$ cat config.mk
export PLATFORM = sky130hd
export DESIGN_NAME = vuad_ctl
export DESIGN_NICKNAME = d
export VERILOG_FILES = /design/src/logic/vuad_pkg.sv /design/src/logic/vuad_bypass_sel.sv /design/src/logic/vuad_ctl.sv /design/src/logic/vuad_fill_alloc.sv /design/src/logic/vuad_stage_track.sv /design/src/logic/vuad_wr_ctl.sv
export SDC_FILE = /design/constraint.sdc
export NUM_CORES = 1
export LEC_CHECK = 0
export ABC_AREA = 1
export BUFFER_PORTS_ARGS = -buffer_cell sky130_fd_sc_hd__buf_4
export CORE_ASPECT_RATIO = 1.5
export CORE_MARGIN = 2
export CORE_UTILIZATION = 48
export CTS_CLUSTER_SIZE = 30
export DETAILED_ROUTE_END_ITERATION = 10
export MAX_ROUTING_LAYER = met4
export PLACE_DENSITY = 0.84
export REMOVE_ABC_BUFFERS = 1
export SYNTH_ARGS = -nofsm -noshare
export SYNTH_HDL_FRONTEND = slang
export SYNTH_HIERARCHICAL = 1
export SYNTH_SLANG_ARGS = --single-unit
$ cat constraint.sdc
create_clock -name rclk -period 1.5 [get_ports rclk]
set_input_delay 0.225 -clock rclk [delete_from_list [all_inputs] [get_ports rclk]]
set_output_delay 0.225 -clock rclk [all_outputs]
set_load 0.05 [all_outputs]
$ cat src/logic/vuad_pkg.sv
/*
 Shared widths and types for the VUAD control block of the L2 tag pipe.
 NUM_WAYS is fixed at 12 by the fill way decoder.
*/
package vuad_pkg;

   localparam int NUM_WAYS = 12;
   localparam int WAY_W    = 4;
   localparam int PAR_W    = 4;

   // One-hot way vector
   typedef logic [NUM_WAYS-1:0] way_vec_t;

   // Fill way number, raw or split into group and way-in-group
   typedef union packed {
      logic [WAY_W-1:0] raw;
      struct packed {
         logic [1:0] hi;   // Group select
         logic [1:0] lo;   // Way within group
      } half;
   } way_num_u;

   // C1 index compares against each stage
   typedef struct packed {
      logic c2;
      logic c3;
      logic c4;
      logic c5;
   } idx_cmp_t;

   typedef struct packed {
      logic vld;
      logic intr;
      logic diag;
   } stage_flags_t;

   typedef struct packed {
      stage_flags_t c2;
      stage_flags_t c3;
      stage_flags_t c4;
      stage_flags_t c5;
   } stage_vec_t;

   // Array write enables, ua is enable 0 and vd is enable 1
   typedef struct packed {
      logic vd;
      logic ua;
   } wr_en_t;

endpackage

$ cat src/logic/vuad_bypass_sel.sv
/*
 VUAD read mux selects from the C1 index compares.
 sel_rd picks the array output when no younger stage matches.
*/
`timescale 1ns/1ps

module vuad_bypass_sel (
   input  logic                  rclk,
   input  logic                  rst,
   input  vuad_pkg::idx_cmp_t    idx_cmp,
   input  logic                  inst_int_c1,
   input  vuad_pkg::stage_vec_t  stages,
   input  vuad_pkg::wr_en_t      wr_en_c6,
   output logic                  sel_c2,
   output logic                  sel_c2_d1,
   output logic                  sel_c2orc3,
   output logic                  sel_c4,
   output logic                  sel_rd,
   output logic                  sel_ua_wr_data_byp,
   output logic                  sel_vd_wr_data_byp
);
   import vuad_pkg::*;

   logic sel_c3;
   logic sel_c5;     // Match on the instruction now writing
   logic sel_c5_d1;

   // Compare hit on a valid, non-interrupt stage
   function automatic logic stage_sel(input logic cmp, input stage_flags_t flags,
                                      input logic int_c1);
      stage_sel = cmp & flags.vld & ~(int_c1 | flags.intr);
   endfunction

   assign sel_c2 = stage_sel(idx_cmp.c2, stages.c2, inst_int_c1);
   assign sel_c3 = stage_sel(idx_cmp.c3, stages.c3, inst_int_c1);
   assign sel_c4 = stage_sel(idx_cmp.c4, stages.c4, inst_int_c1);
   assign sel_c5 = stage_sel(idx_cmp.c5, stages.c5, inst_int_c1);

   assign sel_c2orc3 = sel_c2 | sel_c3;
   assign sel_rd     = ~(sel_c2orc3 | sel_c4 | sel_c5);

   always_ff @(posedge rclk) begin
      if (rst) begin
         sel_c2_d1 <= 1'b0;
         sel_c5_d1 <= 1'b0;
      end else begin
         sel_c2_d1 <= sel_c2;
         sel_c5_d1 <= sel_c5;
      end
   end

   // Halves cross over here, same as the array wiring
   assign sel_ua_wr_data_byp = sel_c5_d1 & wr_en_c6.vd;
   assign sel_vd_wr_data_byp = sel_c5_d1 & wr_en_c6.ua;

endmodule

$ cat src/logic/vuad_ctl.sv
/*
 VUAD control top. Fixed latency pipe, no stalls.
 Diagnostic access bits must arrive already registered at C3.
*/
`timescale 1ns/1ps

module vuad_ctl #(
   parameter int IDX_W = 10
) (
   input  logic                        rclk,
   input  logic                        rst,
   // C1
   input  vuad_pkg::idx_cmp_t          idx_cmp,
   input  logic                        inst_int_c1,
   input  logic                        inst_diag_c1,
   // C2
   input  logic                        inst_vld_c2,
   input  logic                        inst_fb_c2,
   input  vuad_pkg::way_num_u          inst_way_c2,
   input  logic                        pst_no_ctrue_c2,
   input  logic                        pst_with_ctrue_c2,
   input  logic                        cas1_inst_c2,
   input  logic                        cas2_inst_c2,
   input  logic                        inst_mb_c2,
   // C3
   input  logic                        l2vuad_vld_c3,
   input  logic                        st_inst_c3,
   input  logic                        acc_vd_c3,
   input  logic                        acc_ua_c3,
   input  logic                        bist_wr_en_c3,
   input  logic                        bist_wr_vd_c3,
   input  logic [IDX_W-1:0]            bist_idx_c3,
   input  logic [IDX_W-1:0]            idx_c3,
   // C4
   input  logic [vuad_pkg::PAR_W-1:0]  parity_c4,
   input  logic                        l2_bypass_mode_on,
   // Read mux selects
   output logic                        sel_c2,
   output logic                        sel_c2_d1,
   output logic                        sel_c2orc3,
   output logic                        sel_c4,
   output logic                        sel_rd,
   output logic                        sel_ua_wr_data_byp,
   output logic                        sel_vd_wr_data_byp,
   // Write control
   output vuad_pkg::wr_en_t            wr_en_c4,
   output logic                        bistordiag_wr_vd_c4,
   output logic                        bistordiag_wr_ua_c4,
   output logic                        sel_diag0_data_wr_c3,
   output logic                        sel_diag1_data_wr_c3,
   output logic [IDX_W-1:0]            vuad_idx_c4,
   // Fill and allocate
   output vuad_pkg::way_vec_t          fill_way_c3,
   output logic                        alloc_set_cond_c3,
   output logic                        alloc_rst_cond_c3,
   output logic                        vuad_error_c8
);
   import vuad_pkg::*;

   stage_vec_t stages;     // Per stage vld/int/diag
   wr_en_t     wr_en_c6;   // Feeds the write data bypass

   vuad_stage_track stage_track_i (
      .rclk          (rclk),
      .rst           (rst),
      .inst_int_c1   (inst_int_c1),
      .inst_diag_c1  (inst_diag_c1),
      .inst_vld_c2   (inst_vld_c2),
      .parity_c4     (parity_c4),
      .stages        (stages),
      .vuad_error_c8 (vuad_error_c8)
   );

   vuad_bypass_sel bypass_sel_i (
      .rclk               (rclk),
      .rst                (rst),
      .idx_cmp            (idx_cmp),
      .inst_int_c1        (inst_int_c1),
      .stages             (stages),
      .wr_en_c6           (wr_en_c6),
      .sel_c2             (sel_c2),
      .sel_c2_d1          (sel_c2_d1),
      .sel_c2orc3         (sel_c2orc3),
      .sel_c4             (sel_c4),
      .sel_rd             (sel_rd),
      .sel_ua_wr_data_byp (sel_ua_wr_data_byp),
      .sel_vd_wr_data_byp (sel_vd_wr_data_byp)
   );

   vuad_wr_ctl #(
      .IDX_W (IDX_W)
   ) wr_ctl_i (
      .rclk                 (rclk),
      .rst                  (rst),
      .stages               (stages),
      .l2_bypass_mode_on    (l2_bypass_mode_on),
      .l2vuad_vld_c3        (l2vuad_vld_c3),
      .st_inst_c3           (st_inst_c3),
      .acc_vd_c3            (acc_vd_c3),
      .acc_ua_c3            (acc_ua_c3),
      .bist_wr_en_c3        (bist_wr_en_c3),
      .bist_wr_vd_c3        (bist_wr_vd_c3),
      .bist_idx_c3          (bist_idx_c3),
      .idx_c3               (idx_c3),
      .sel_diag0_data_wr_c3 (sel_diag0_data_wr_c3),
      .sel_diag1_data_wr_c3 (sel_diag1_data_wr_c3),
      .bistordiag_wr_vd_c4  (bistordiag_wr_vd_c4),
      .bistordiag_wr_ua_c4  (bistordiag_wr_ua_c4),
      .wr_en_c4             (wr_en_c4),
      .wr_en_c6             (wr_en_c6),
      .vuad_idx_c4          (vuad_idx_c4)
   );

   vuad_fill_alloc fill_alloc_i (
      .rclk              (rclk),
      .rst               (rst),
      .inst_vld_c2       (inst_vld_c2),
      .inst_fb_c2        (inst_fb_c2),
      .inst_way_c2       (inst_way_c2),
      .pst_no_ctrue_c2   (pst_no_ctrue_c2),
      .pst_with_ctrue_c2 (pst_with_ctrue_c2),
      .cas1_inst_c2      (cas1_inst_c2),
      .cas2_inst_c2      (cas2_inst_c2),
      .inst_mb_c2        (inst_mb_c2),
      .fill_way_c3       (fill_way_c3),
      .alloc_set_cond_c3 (alloc_set_cond_c3),
      .alloc_rst_cond_c3 (alloc_rst_cond_c3)
   );

endmodule

$ cat src/logic/vuad_fill_alloc.sv
/*
 Fill way decode and allocate bit conditions, registered into C3.
 Way numbers 12 to 15 alias onto ways 4 to 7.
*/
`timescale 1ns/1ps

module vuad_fill_alloc (
   input  logic                 rclk,
   input  logic                 rst,
   input  logic                 inst_vld_c2,
   input  logic                 inst_fb_c2,
   input  vuad_pkg::way_num_u   inst_way_c2,
   input  logic                 pst_no_ctrue_c2,
   input  logic                 pst_with_ctrue_c2,
   input  logic                 cas1_inst_c2,
   input  logic                 cas2_inst_c2,
   input  logic                 inst_mb_c2,
   output vuad_pkg::way_vec_t   fill_way_c3,
   output logic                 alloc_set_cond_c3,
   output logic                 alloc_rst_cond_c3
);
   import vuad_pkg::*;

   logic     fill_vld_c2;
   logic [3:0] dec_lo_c2;
   logic [2:0] grp_c2;         // Groups of four ways
   way_vec_t fill_way_c2;
   logic     alloc_set_cond_c2;
   logic     alloc_rst_cond_c2;

   assign fill_vld_c2 = inst_fb_c2 & inst_vld_c2;

   always_comb begin
      dec_lo_c2 = '0;
      dec_lo_c2[inst_way_c2.half.lo] = fill_vld_c2;
      grp_c2[0] = (inst_way_c2.half.hi == 2'd0);
      grp_c2[1] = inst_way_c2.raw[2];             // 01xx or 11xx
      grp_c2[2] = (inst_way_c2.half.hi == 2'd2);
      for (int g = 0; g < NUM_WAYS / 4; g++) begin
         fill_way_c2[g*4 +: 4] = grp_c2[g] ? dec_lo_c2 : 4'b0000;
      end
   end

   ////////////////////////////////////////////////////////////////////////////
   // Allocate bit set and reset
   ////////////////////////////////////////////////////////////////////////////

   assign alloc_set_cond_c2 = pst_no_ctrue_c2 | cas1_inst_c2;
   assign alloc_rst_cond_c2 = pst_with_ctrue_c2 |
                              (cas2_inst_c2 & inst_mb_c2) |
                              (inst_mb_c2 & ~alloc_set_cond_c2);   // MB replay

   always_ff @(posedge rclk) begin
      if (rst) begin
         fill_way_c3       <= '0;
         alloc_set_cond_c3 <= 1'b0;
         alloc_rst_cond_c3 <= 1'b0;
      end else begin
         fill_way_c3       <= fill_way_c2;
         alloc_set_cond_c3 <= alloc_set_cond_c2;
         alloc_rst_cond_c3 <= alloc_rst_cond_c2;
      end
   end

endmodule

$ cat src/logic/vuad_stage_track.sv
/*
 Stage flags C2 to C5 and the VUAD parity error pipe.
 The C2 valid comes straight from the inst_vld_c2 input.
*/
`timescale 1ns/1ps

module vuad_stage_track (
   input  logic                        rclk,
   input  logic                        rst,
   input  logic                        inst_int_c1,
   input  logic                        inst_diag_c1,
   input  logic                        inst_vld_c2,
   input  logic [vuad_pkg::PAR_W-1:0]  parity_c4,
   output vuad_pkg::stage_vec_t        stages,
   output logic                        vuad_error_c8
);
   import vuad_pkg::*;

   logic         int_c2;
   logic         diag_c2;
   stage_flags_t flags_c2;
   stage_flags_t flags_c3;
   stage_flags_t flags_c4;
   stage_flags_t flags_c5;
   logic         vuad_error_c4;
   logic [3:0]   err_pipe;     // C5..C8, bit 3 is C8

   assign flags_c2.vld  = inst_vld_c2;
   assign flags_c2.intr = int_c2;
   assign flags_c2.diag = diag_c2;

   ////////////////////////////////////////////////////////////////////////////
   // Stage shift
   ////////////////////////////////////////////////////////////////////////////

   always_ff @(posedge rclk) begin
      if (rst) begin
         int_c2   <= 1'b0;
         diag_c2  <= 1'b0;
         flags_c3 <= '0;
         flags_c4 <= '0;
         flags_c5 <= '0;
      end else begin
         int_c2   <= inst_int_c1;
         diag_c2  <= inst_diag_c1;
         flags_c3 <= flags_c2;
         flags_c4 <= flags_c3;
         flags_c5 <= flags_c4;
      end
   end

   assign stages.c2 = flags_c2;
   assign stages.c3 = flags_c3;
   assign stages.c4 = flags_c4;
   assign stages.c5 = flags_c5;

   ////////////////////////////////////////////////////////////////////////////
   // Parity error, flagged at C4 and reported at C8
   ////////////////////////////////////////////////////////////////////////////

   // Diag and interrupt accesses never report
   assign vuad_error_c4 = flags_c4.vld & ~(flags_c4.diag | flags_c4.intr) &
                          (|parity_c4);

   always_ff @(posedge rclk) begin
      if (rst) begin
         err_pipe <= '0;
      end else begin
         err_pipe <= {err_pipe[2:0], vuad_error_c4};
      end
   end

   assign vuad_error_c8 = err_pipe[3];

endmodule

$ cat src/logic/vuad_wr_ctl.sv
/*
 VUAD array write enables for normal, BIST and diagnostic writes.
 BIST owns the index whenever bist_wr_en_c3 is high.
*/
`timescale 1ns/1ps

module vuad_wr_ctl #(
   parameter int IDX_W = 10
) (
   input  logic                  rclk,
   input  logic                  rst,
   input  vuad_pkg::stage_vec_t  stages,
   input  logic                  l2_bypass_mode_on,
   input  logic                  l2vuad_vld_c3,
   input  logic                  st_inst_c3,
   input  logic                  acc_vd_c3,
   input  logic                  acc_ua_c3,
   input  logic                  bist_wr_en_c3,
   input  logic                  bist_wr_vd_c3,
   input  logic [IDX_W-1:0]      bist_idx_c3,
   input  logic [IDX_W-1:0]      idx_c3,
   output logic                  sel_diag0_data_wr_c3,
   output logic                  sel_diag1_data_wr_c3,
   output logic                  bistordiag_wr_vd_c4,
   output logic                  bistordiag_wr_ua_c4,
   output vuad_pkg::wr_en_t      wr_en_c4,
   output vuad_pkg::wr_en_t      wr_en_c6,
   output logic [IDX_W-1:0]      vuad_idx_c4
);
   import vuad_pkg::*;

   logic             l2_off_d1;
   logic             wr_disable_c3;
   logic             normal_wr_c3;
   logic             bistordiag_wr_vd_c3;
   logic             bistordiag_wr_ua_c3;
   wr_en_t           wr_en_c3;
   wr_en_t           wr_en_c5;
   logic [IDX_W-1:0] acc_idx_c3;

   ////////////////////////////////////////////////////////////////////////////
   // Write disable and select
   ////////////////////////////////////////////////////////////////////////////

   // Diag writes come back in through the diag select below
   assign wr_disable_c3 = stages.c3.intr | stages.c3.diag | l2_off_d1;
   assign normal_wr_c3  = stages.c3.vld & ~wr_disable_c3;

   assign sel_diag0_data_wr_c3 = l2vuad_vld_c3 & st_inst_c3 & acc_vd_c3;  // V, D half
   assign sel_diag1_data_wr_c3 = l2vuad_vld_c3 & st_inst_c3 & acc_ua_c3;  // U, A half

   assign bistordiag_wr_vd_c3 = sel_diag0_data_wr_c3 | (bist_wr_en_c3 & bist_wr_vd_c3);
   assign bistordiag_wr_ua_c3 = sel_diag1_data_wr_c3 | (bist_wr_en_c3 & ~bist_wr_vd_c3);

   assign wr_en_c3.vd = normal_wr_c3 | bistordiag_wr_vd_c3;
   assign wr_en_c3.ua = normal_wr_c3 | bistordiag_wr_ua_c3;

   assign acc_idx_c3 = bist_wr_en_c3 ? bist_idx_c3 : idx_c3;

   ////////////////////////////////////////////////////////////////////////////
   // Enable pipe C4 to C6
   ////////////////////////////////////////////////////////////////////////////

   always_ff @(posedge rclk) begin
      if (rst) begin
         l2_off_d1           <= 1'b0;
         bistordiag_wr_vd_c4 <= 1'b0;
         bistordiag_wr_ua_c4 <= 1'b0;
         wr_en_c4            <= '0;
         wr_en_c5            <= '0;
         wr_en_c6            <= '0;
      end else begin
         l2_off_d1           <= l2_bypass_mode_on;
         bistordiag_wr_vd_c4 <= bistordiag_wr_vd_c3;
         bistordiag_wr_ua_c4 <= bistordiag_wr_ua_c3;
         wr_en_c4            <= wr_en_c3;
         wr_en_c5            <= wr_en_c4;
         wr_en_c6            <= wr_en_c5;
      end
   end

   always_ff @(posedge rclk) begin
      vuad_idx_c4 <= acc_idx_c3;   // Array index
   end

endmodule

# Word level (Yosys, flattened, before mapping)
# Index checks and enable logic that the tools add are counted.
# op_classes
magnitude_cmp,2
n_eq_ne,1
n_mux,3
n_bitwise,51
n_reduce_logical,6
# ops
op,n
AND 1 bit,21
bitwise OR 1 bit,17
inverter 1 bit,12
2-to-1 mux 10 bit,1
OR reduction 2 bit,3
AND 4 bit,1
OR reduction 4 bit,1
less-than comparator 2 x 3 -> 1 bit (second input constant),1
demux 1 bit (select 2 bit),1
equality test 2 bit (second input constant),1
greater-or-equal comparator 2 x 1 -> 1 bit (second input constant),1
zero test 2 bit,1
logical AND 1 bit,1
2-to-1 mux 1 bit,1
# totals
ff_bits,49
in_bits,50

# Longest topological paths before layout
# logic_depth
word_depth,7
depth_mapped,6

# Cells and area by module
# Netlist, hierarchy kept.
# modules_own_cells
module,instances,cells_per_inst,area_each_um2
vuad_wr_ctl,1,81,681.9
vuad_stage_track,1,57,475.5
vuad_fill_alloc,1,53,427.9
vuad_bypass_sel,1,29,148.9

# Worst setup path after synthesis
# OpenSTA, ideal clock, no wires.
# synth_timing
kind,register -> output
start,register stage_track_i.int_c2
end,output port sel_rd
t_arrival_ns,1.196
slack_ns,0.079
path_stages_with_launch,6
cell_sequence,dfxtp_1 -> buf_4 -> nor2_1 -> nand2_2 -> nand2_2 -> nor2_2
# synth_via
elab_chain_cells,7
# synth_lines
element,line,source
from (decl),vuad_stage_track.sv:19,logic int_c2;
from (signal assigned),vuad_stage_track.sv:44,int_c2 <= inst_int_c1;
bitwise OR 1 bit,vuad_bypass_sel.sv:31,stage_sel = cmp & flags.vld & ~(int_c1 | flags.intr);
inverter 1 bit,vuad_bypass_sel.sv:31,
AND 1 bit,vuad_bypass_sel.sv:31,
bitwise OR 1 bit,vuad_bypass_sel.sv:39,assign sel_c2orc3 = sel_c2 | sel_c3;
net sel_c2orc3,vuad_ctl.sv:40,"output logic sel_c2orc3,"
bitwise OR 1 bit (2 in a row),vuad_bypass_sel.sv:40,assign sel_rd = ~(sel_c2orc3 | sel_c4 | sel_c5);
inverter 1 bit,vuad_bypass_sel.sv:40,
to (decl),vuad_ctl.sv:42,"output logic sel_rd,"
# The timed path passes the listed nets, and every way through them passes these cells.

# Worst setup path after layout
# layout_timing
start,"register stage_track_i.flags_c3, in the netlist stage_track_i/stages[7]"
end,output port sel_rd
# layout_via
elab_chain_cells,7
# layout_lines
element,line,source
from (decl),vuad_stage_track.sv:22,stage_flags_t flags_c3;
from (signal assigned),vuad_stage_track.sv:46,flags_c3 <= flags_c2;
bitwise OR 1 bit,vuad_bypass_sel.sv:31,
inverter 1 bit,vuad_bypass_sel.sv:31,
AND 1 bit,vuad_bypass_sel.sv:31,
bitwise OR 1 bit,vuad_bypass_sel.sv:39,
bitwise OR 1 bit (2 in a row),vuad_bypass_sel.sv:40,
inverter 1 bit,vuad_bypass_sel.sv:40,
# No other way between the ends.

==> results.yml <==
power_and_ir_drop:
  p_seq_share_pct: 55.1
  p_int_mw: 1.835
  p_clk_share_pct: 27.1
  p_per_area_nw_per_um2: 1022
  p_switching_uw: 652.4
  peakVddDrop_mv: 1.038
  combinationalPowerShare_pct: 17.8
  switching_share_pct: 26.23
  power_leakage_nw: 1.376
clock_network:
  ctsLongestPathBuffers: 2
  clkSinkCount: 49
  clock_latency_ns: 0.28
  post_cts_buffers: 0
  cts_root_buffer: "clkbuf_8"
  htree_levels: 2
  post_cts_resized: 0
  cts_tree: "done"
  holdBufCountCts: 0
  clkTransAtPathRegs_ns: 0.08
  numCtsBuffers: 5
detailed_routing:
  drt_iter0_markers: 13
  postRouteAntennaNets: 0
  wl_um: 3209
  via_per_inst: 4.246
  dr.pass1.iters: 4
  drc: 0
  wire_per_inst_um: 9.275
  vias: 1469
timing:
  relSlewSlack_pct: 82.62
  fmax_mhz: 738.7
  setup_tns_ns: 0
  fin_worst_skew_ns: 0.001349
  finalCriticalPeriod_ns: 1.354
  rsz0062_at_grt: "false"
  drv_slew: 0
  finalSetupViolCount: 0
  tightest_slew_ns: 0.2607
  fin_crit_sh_pct: 90.25
  hold_viol: 0
grt:
  grt_first_pass_wirelength_um: 5299
  grt_use_total_pct: 17.71
  gr-total-overflow: 0
  grt_max_degree: 25
  antenna_found_initial: 0
  grt_pass1_vias: 1354
layout:
  fin_util_pct: 71.93
  drive_gt1_share_pct: 35.53
  fin_nets: 355
  final_cell_mix: "87 x buf_4, 53 x inv_1, 49 x nor2_1, 49 x dfxtp_1, 41 x nand2_1"
  syn2layout_area_growth_pct: 43.23
  final_common_cell: "buf_4"
  antennaDiodeCount: 0
worst_setup_path:
  end_kind: "output pin"
  cp.required_ns: 1.27
  reg2reg_to: "wr_ctl_i/wr_en_c4[1]"
  crit_path_max_fanout: 3
  crit_path_start_kind: "flip-flop"
  worst_ep_arrival_time_ns: 1.13
  ff2ff_setup_slack_ns: 0.81
  path_class: "flip-flop to output pin"
  r2r-start: "stage_track_i/stages[8]"
  r2r_cells: 4
die:
  dieArea_sq_um: 4042
  core_sq_um: 3383
  fp-row-count: 26
  pin_count: 88
  fp.dieH_um: 76.87
  die_x_um: 52.58
  start_util_pct: 50.22
min_path:
  holdPathStages: 3
  min_from: "bist_idx_c3[3]"
  hold_path.class: "input port to flip-flop"
  whs_endpoint: "wr_ctl_i/vuad_idx_c4[3]"
outcome:
  status: "complete, no violations"
job:
  drv_cap: 0
placed_design:
  io_buffers: 87
  place.gp.congestion: 0.7586
  hpwl_um: 2581
synth:
  yosys_warnings: 6
  syn-cell-area_sq_um: 1699
  syn_area_per_cell_sq_um: 7.866
  synth_cells: 216
worst max-delay path by stage:
stage                     endpoint                    start  depth (start not counted)  slack, ns
after CTS                   sel_rd  stage_track_i/stages[7]                          5       0.14
final                       sel_rd  stage_track_i/stages[7]                          5       0.15
after global routing        sel_rd  stage_track_i/stages[7]                          5       0.07
after floorplan             sel_rd  stage_track_i/stages[8]                          5       0.15
after global placement      sel_rd              inst_vld_c2                          7       0.41
after detailed placement    sel_rd              inst_vld_c2                          7       0.40
routing by layer:
layer | global-route usage [%] | wire [um] | share of wire, %
met1 | 17.68 | 1224 | 38
met2 | 31.00 | 1675 | 52
met3 | 5.837 | 260 | 8.1
met4 | 6.154 | 48 | 1.5
met5 | - | 0 | 0
flip-flops by register name, indices dropped and copies added, names as in the netlist:
name / count
bypass_sel_i/sel_c2_d1: 1
bypass_sel_i/sel_c5_d1: 1
fill_alloc_i/alloc_rst_cond_c3: 1
fill_alloc_i/alloc_set_cond_c3: 1
fill_alloc_i/fill_way_c3: 12
stage_track_i/diag_c2: 1
stage_track_i/err_pipe: 4
stage_track_i/int_c2: 1
stage_track_i/stages: 8
wr_ctl_i/bistordiag_wr_ua_c4: 1
wr_ctl_i/bistordiag_wr_vd_c4: 1
wr_ctl_i/l2_off_d1: 1
wr_ctl_i/vuad_idx_c4: 10
wr_ctl_i/wr_en_c4: 2
wr_ctl_i/wr_en_c5: 2
wr_ctl_i/wr_en_c6: 2
final cells by class:
class                      count  area [sq um]
sequential                    49         980.9
fill                         300         949.7
timing repair buffer          87         653.1
multi-input combinational    108         470.5
inverter                      54         202.7
clock buffer                   5         68.82
tap                           42         52.55
clock inverter                 1         5.005
worst max-delay path, cell delays in order, from the launching register on:
cell and delay [ns]:
dfxtp_1 0.37, nor2_1 0.05, nand2_1 0.07, nand2_2 0.07
nor2_2 0.09, buf_4 0.19
power by group through the flow:
stage / Combinational (mW) / Clock [mW] / Sequential [mW]
2_1_floorplan: 0.117 / 0 / 1.53
3_3_place_gp: 0.441 / 0 / 1.40
3_5_place_dp: 0.446 / 0 / 1.40
4_1_cts: 0.448 / 0.703 / 1.37
5_1_grt: 0.477 / 0.752 / 1.38
6_report: 0.443 / 0.674 / 1.37
through the flow:
step	hold slack [ns]	instance area, sq um	worst slack, ns	total power, mW	std cells
floorplan	0.2962	1654	0.1493	1.642	211
global placement	0.3914	2360	0.4142	1.840	340
detailed placement	0.3989	2360	0.3984	1.848	340
CTS	0.1227	2434	0.1389	2.522	346
global route	0.1220	2434	0.07028	2.606	346
finish	0.1347	2434	0.1462	2.487	346
Power figures use the tool's default switching activity.
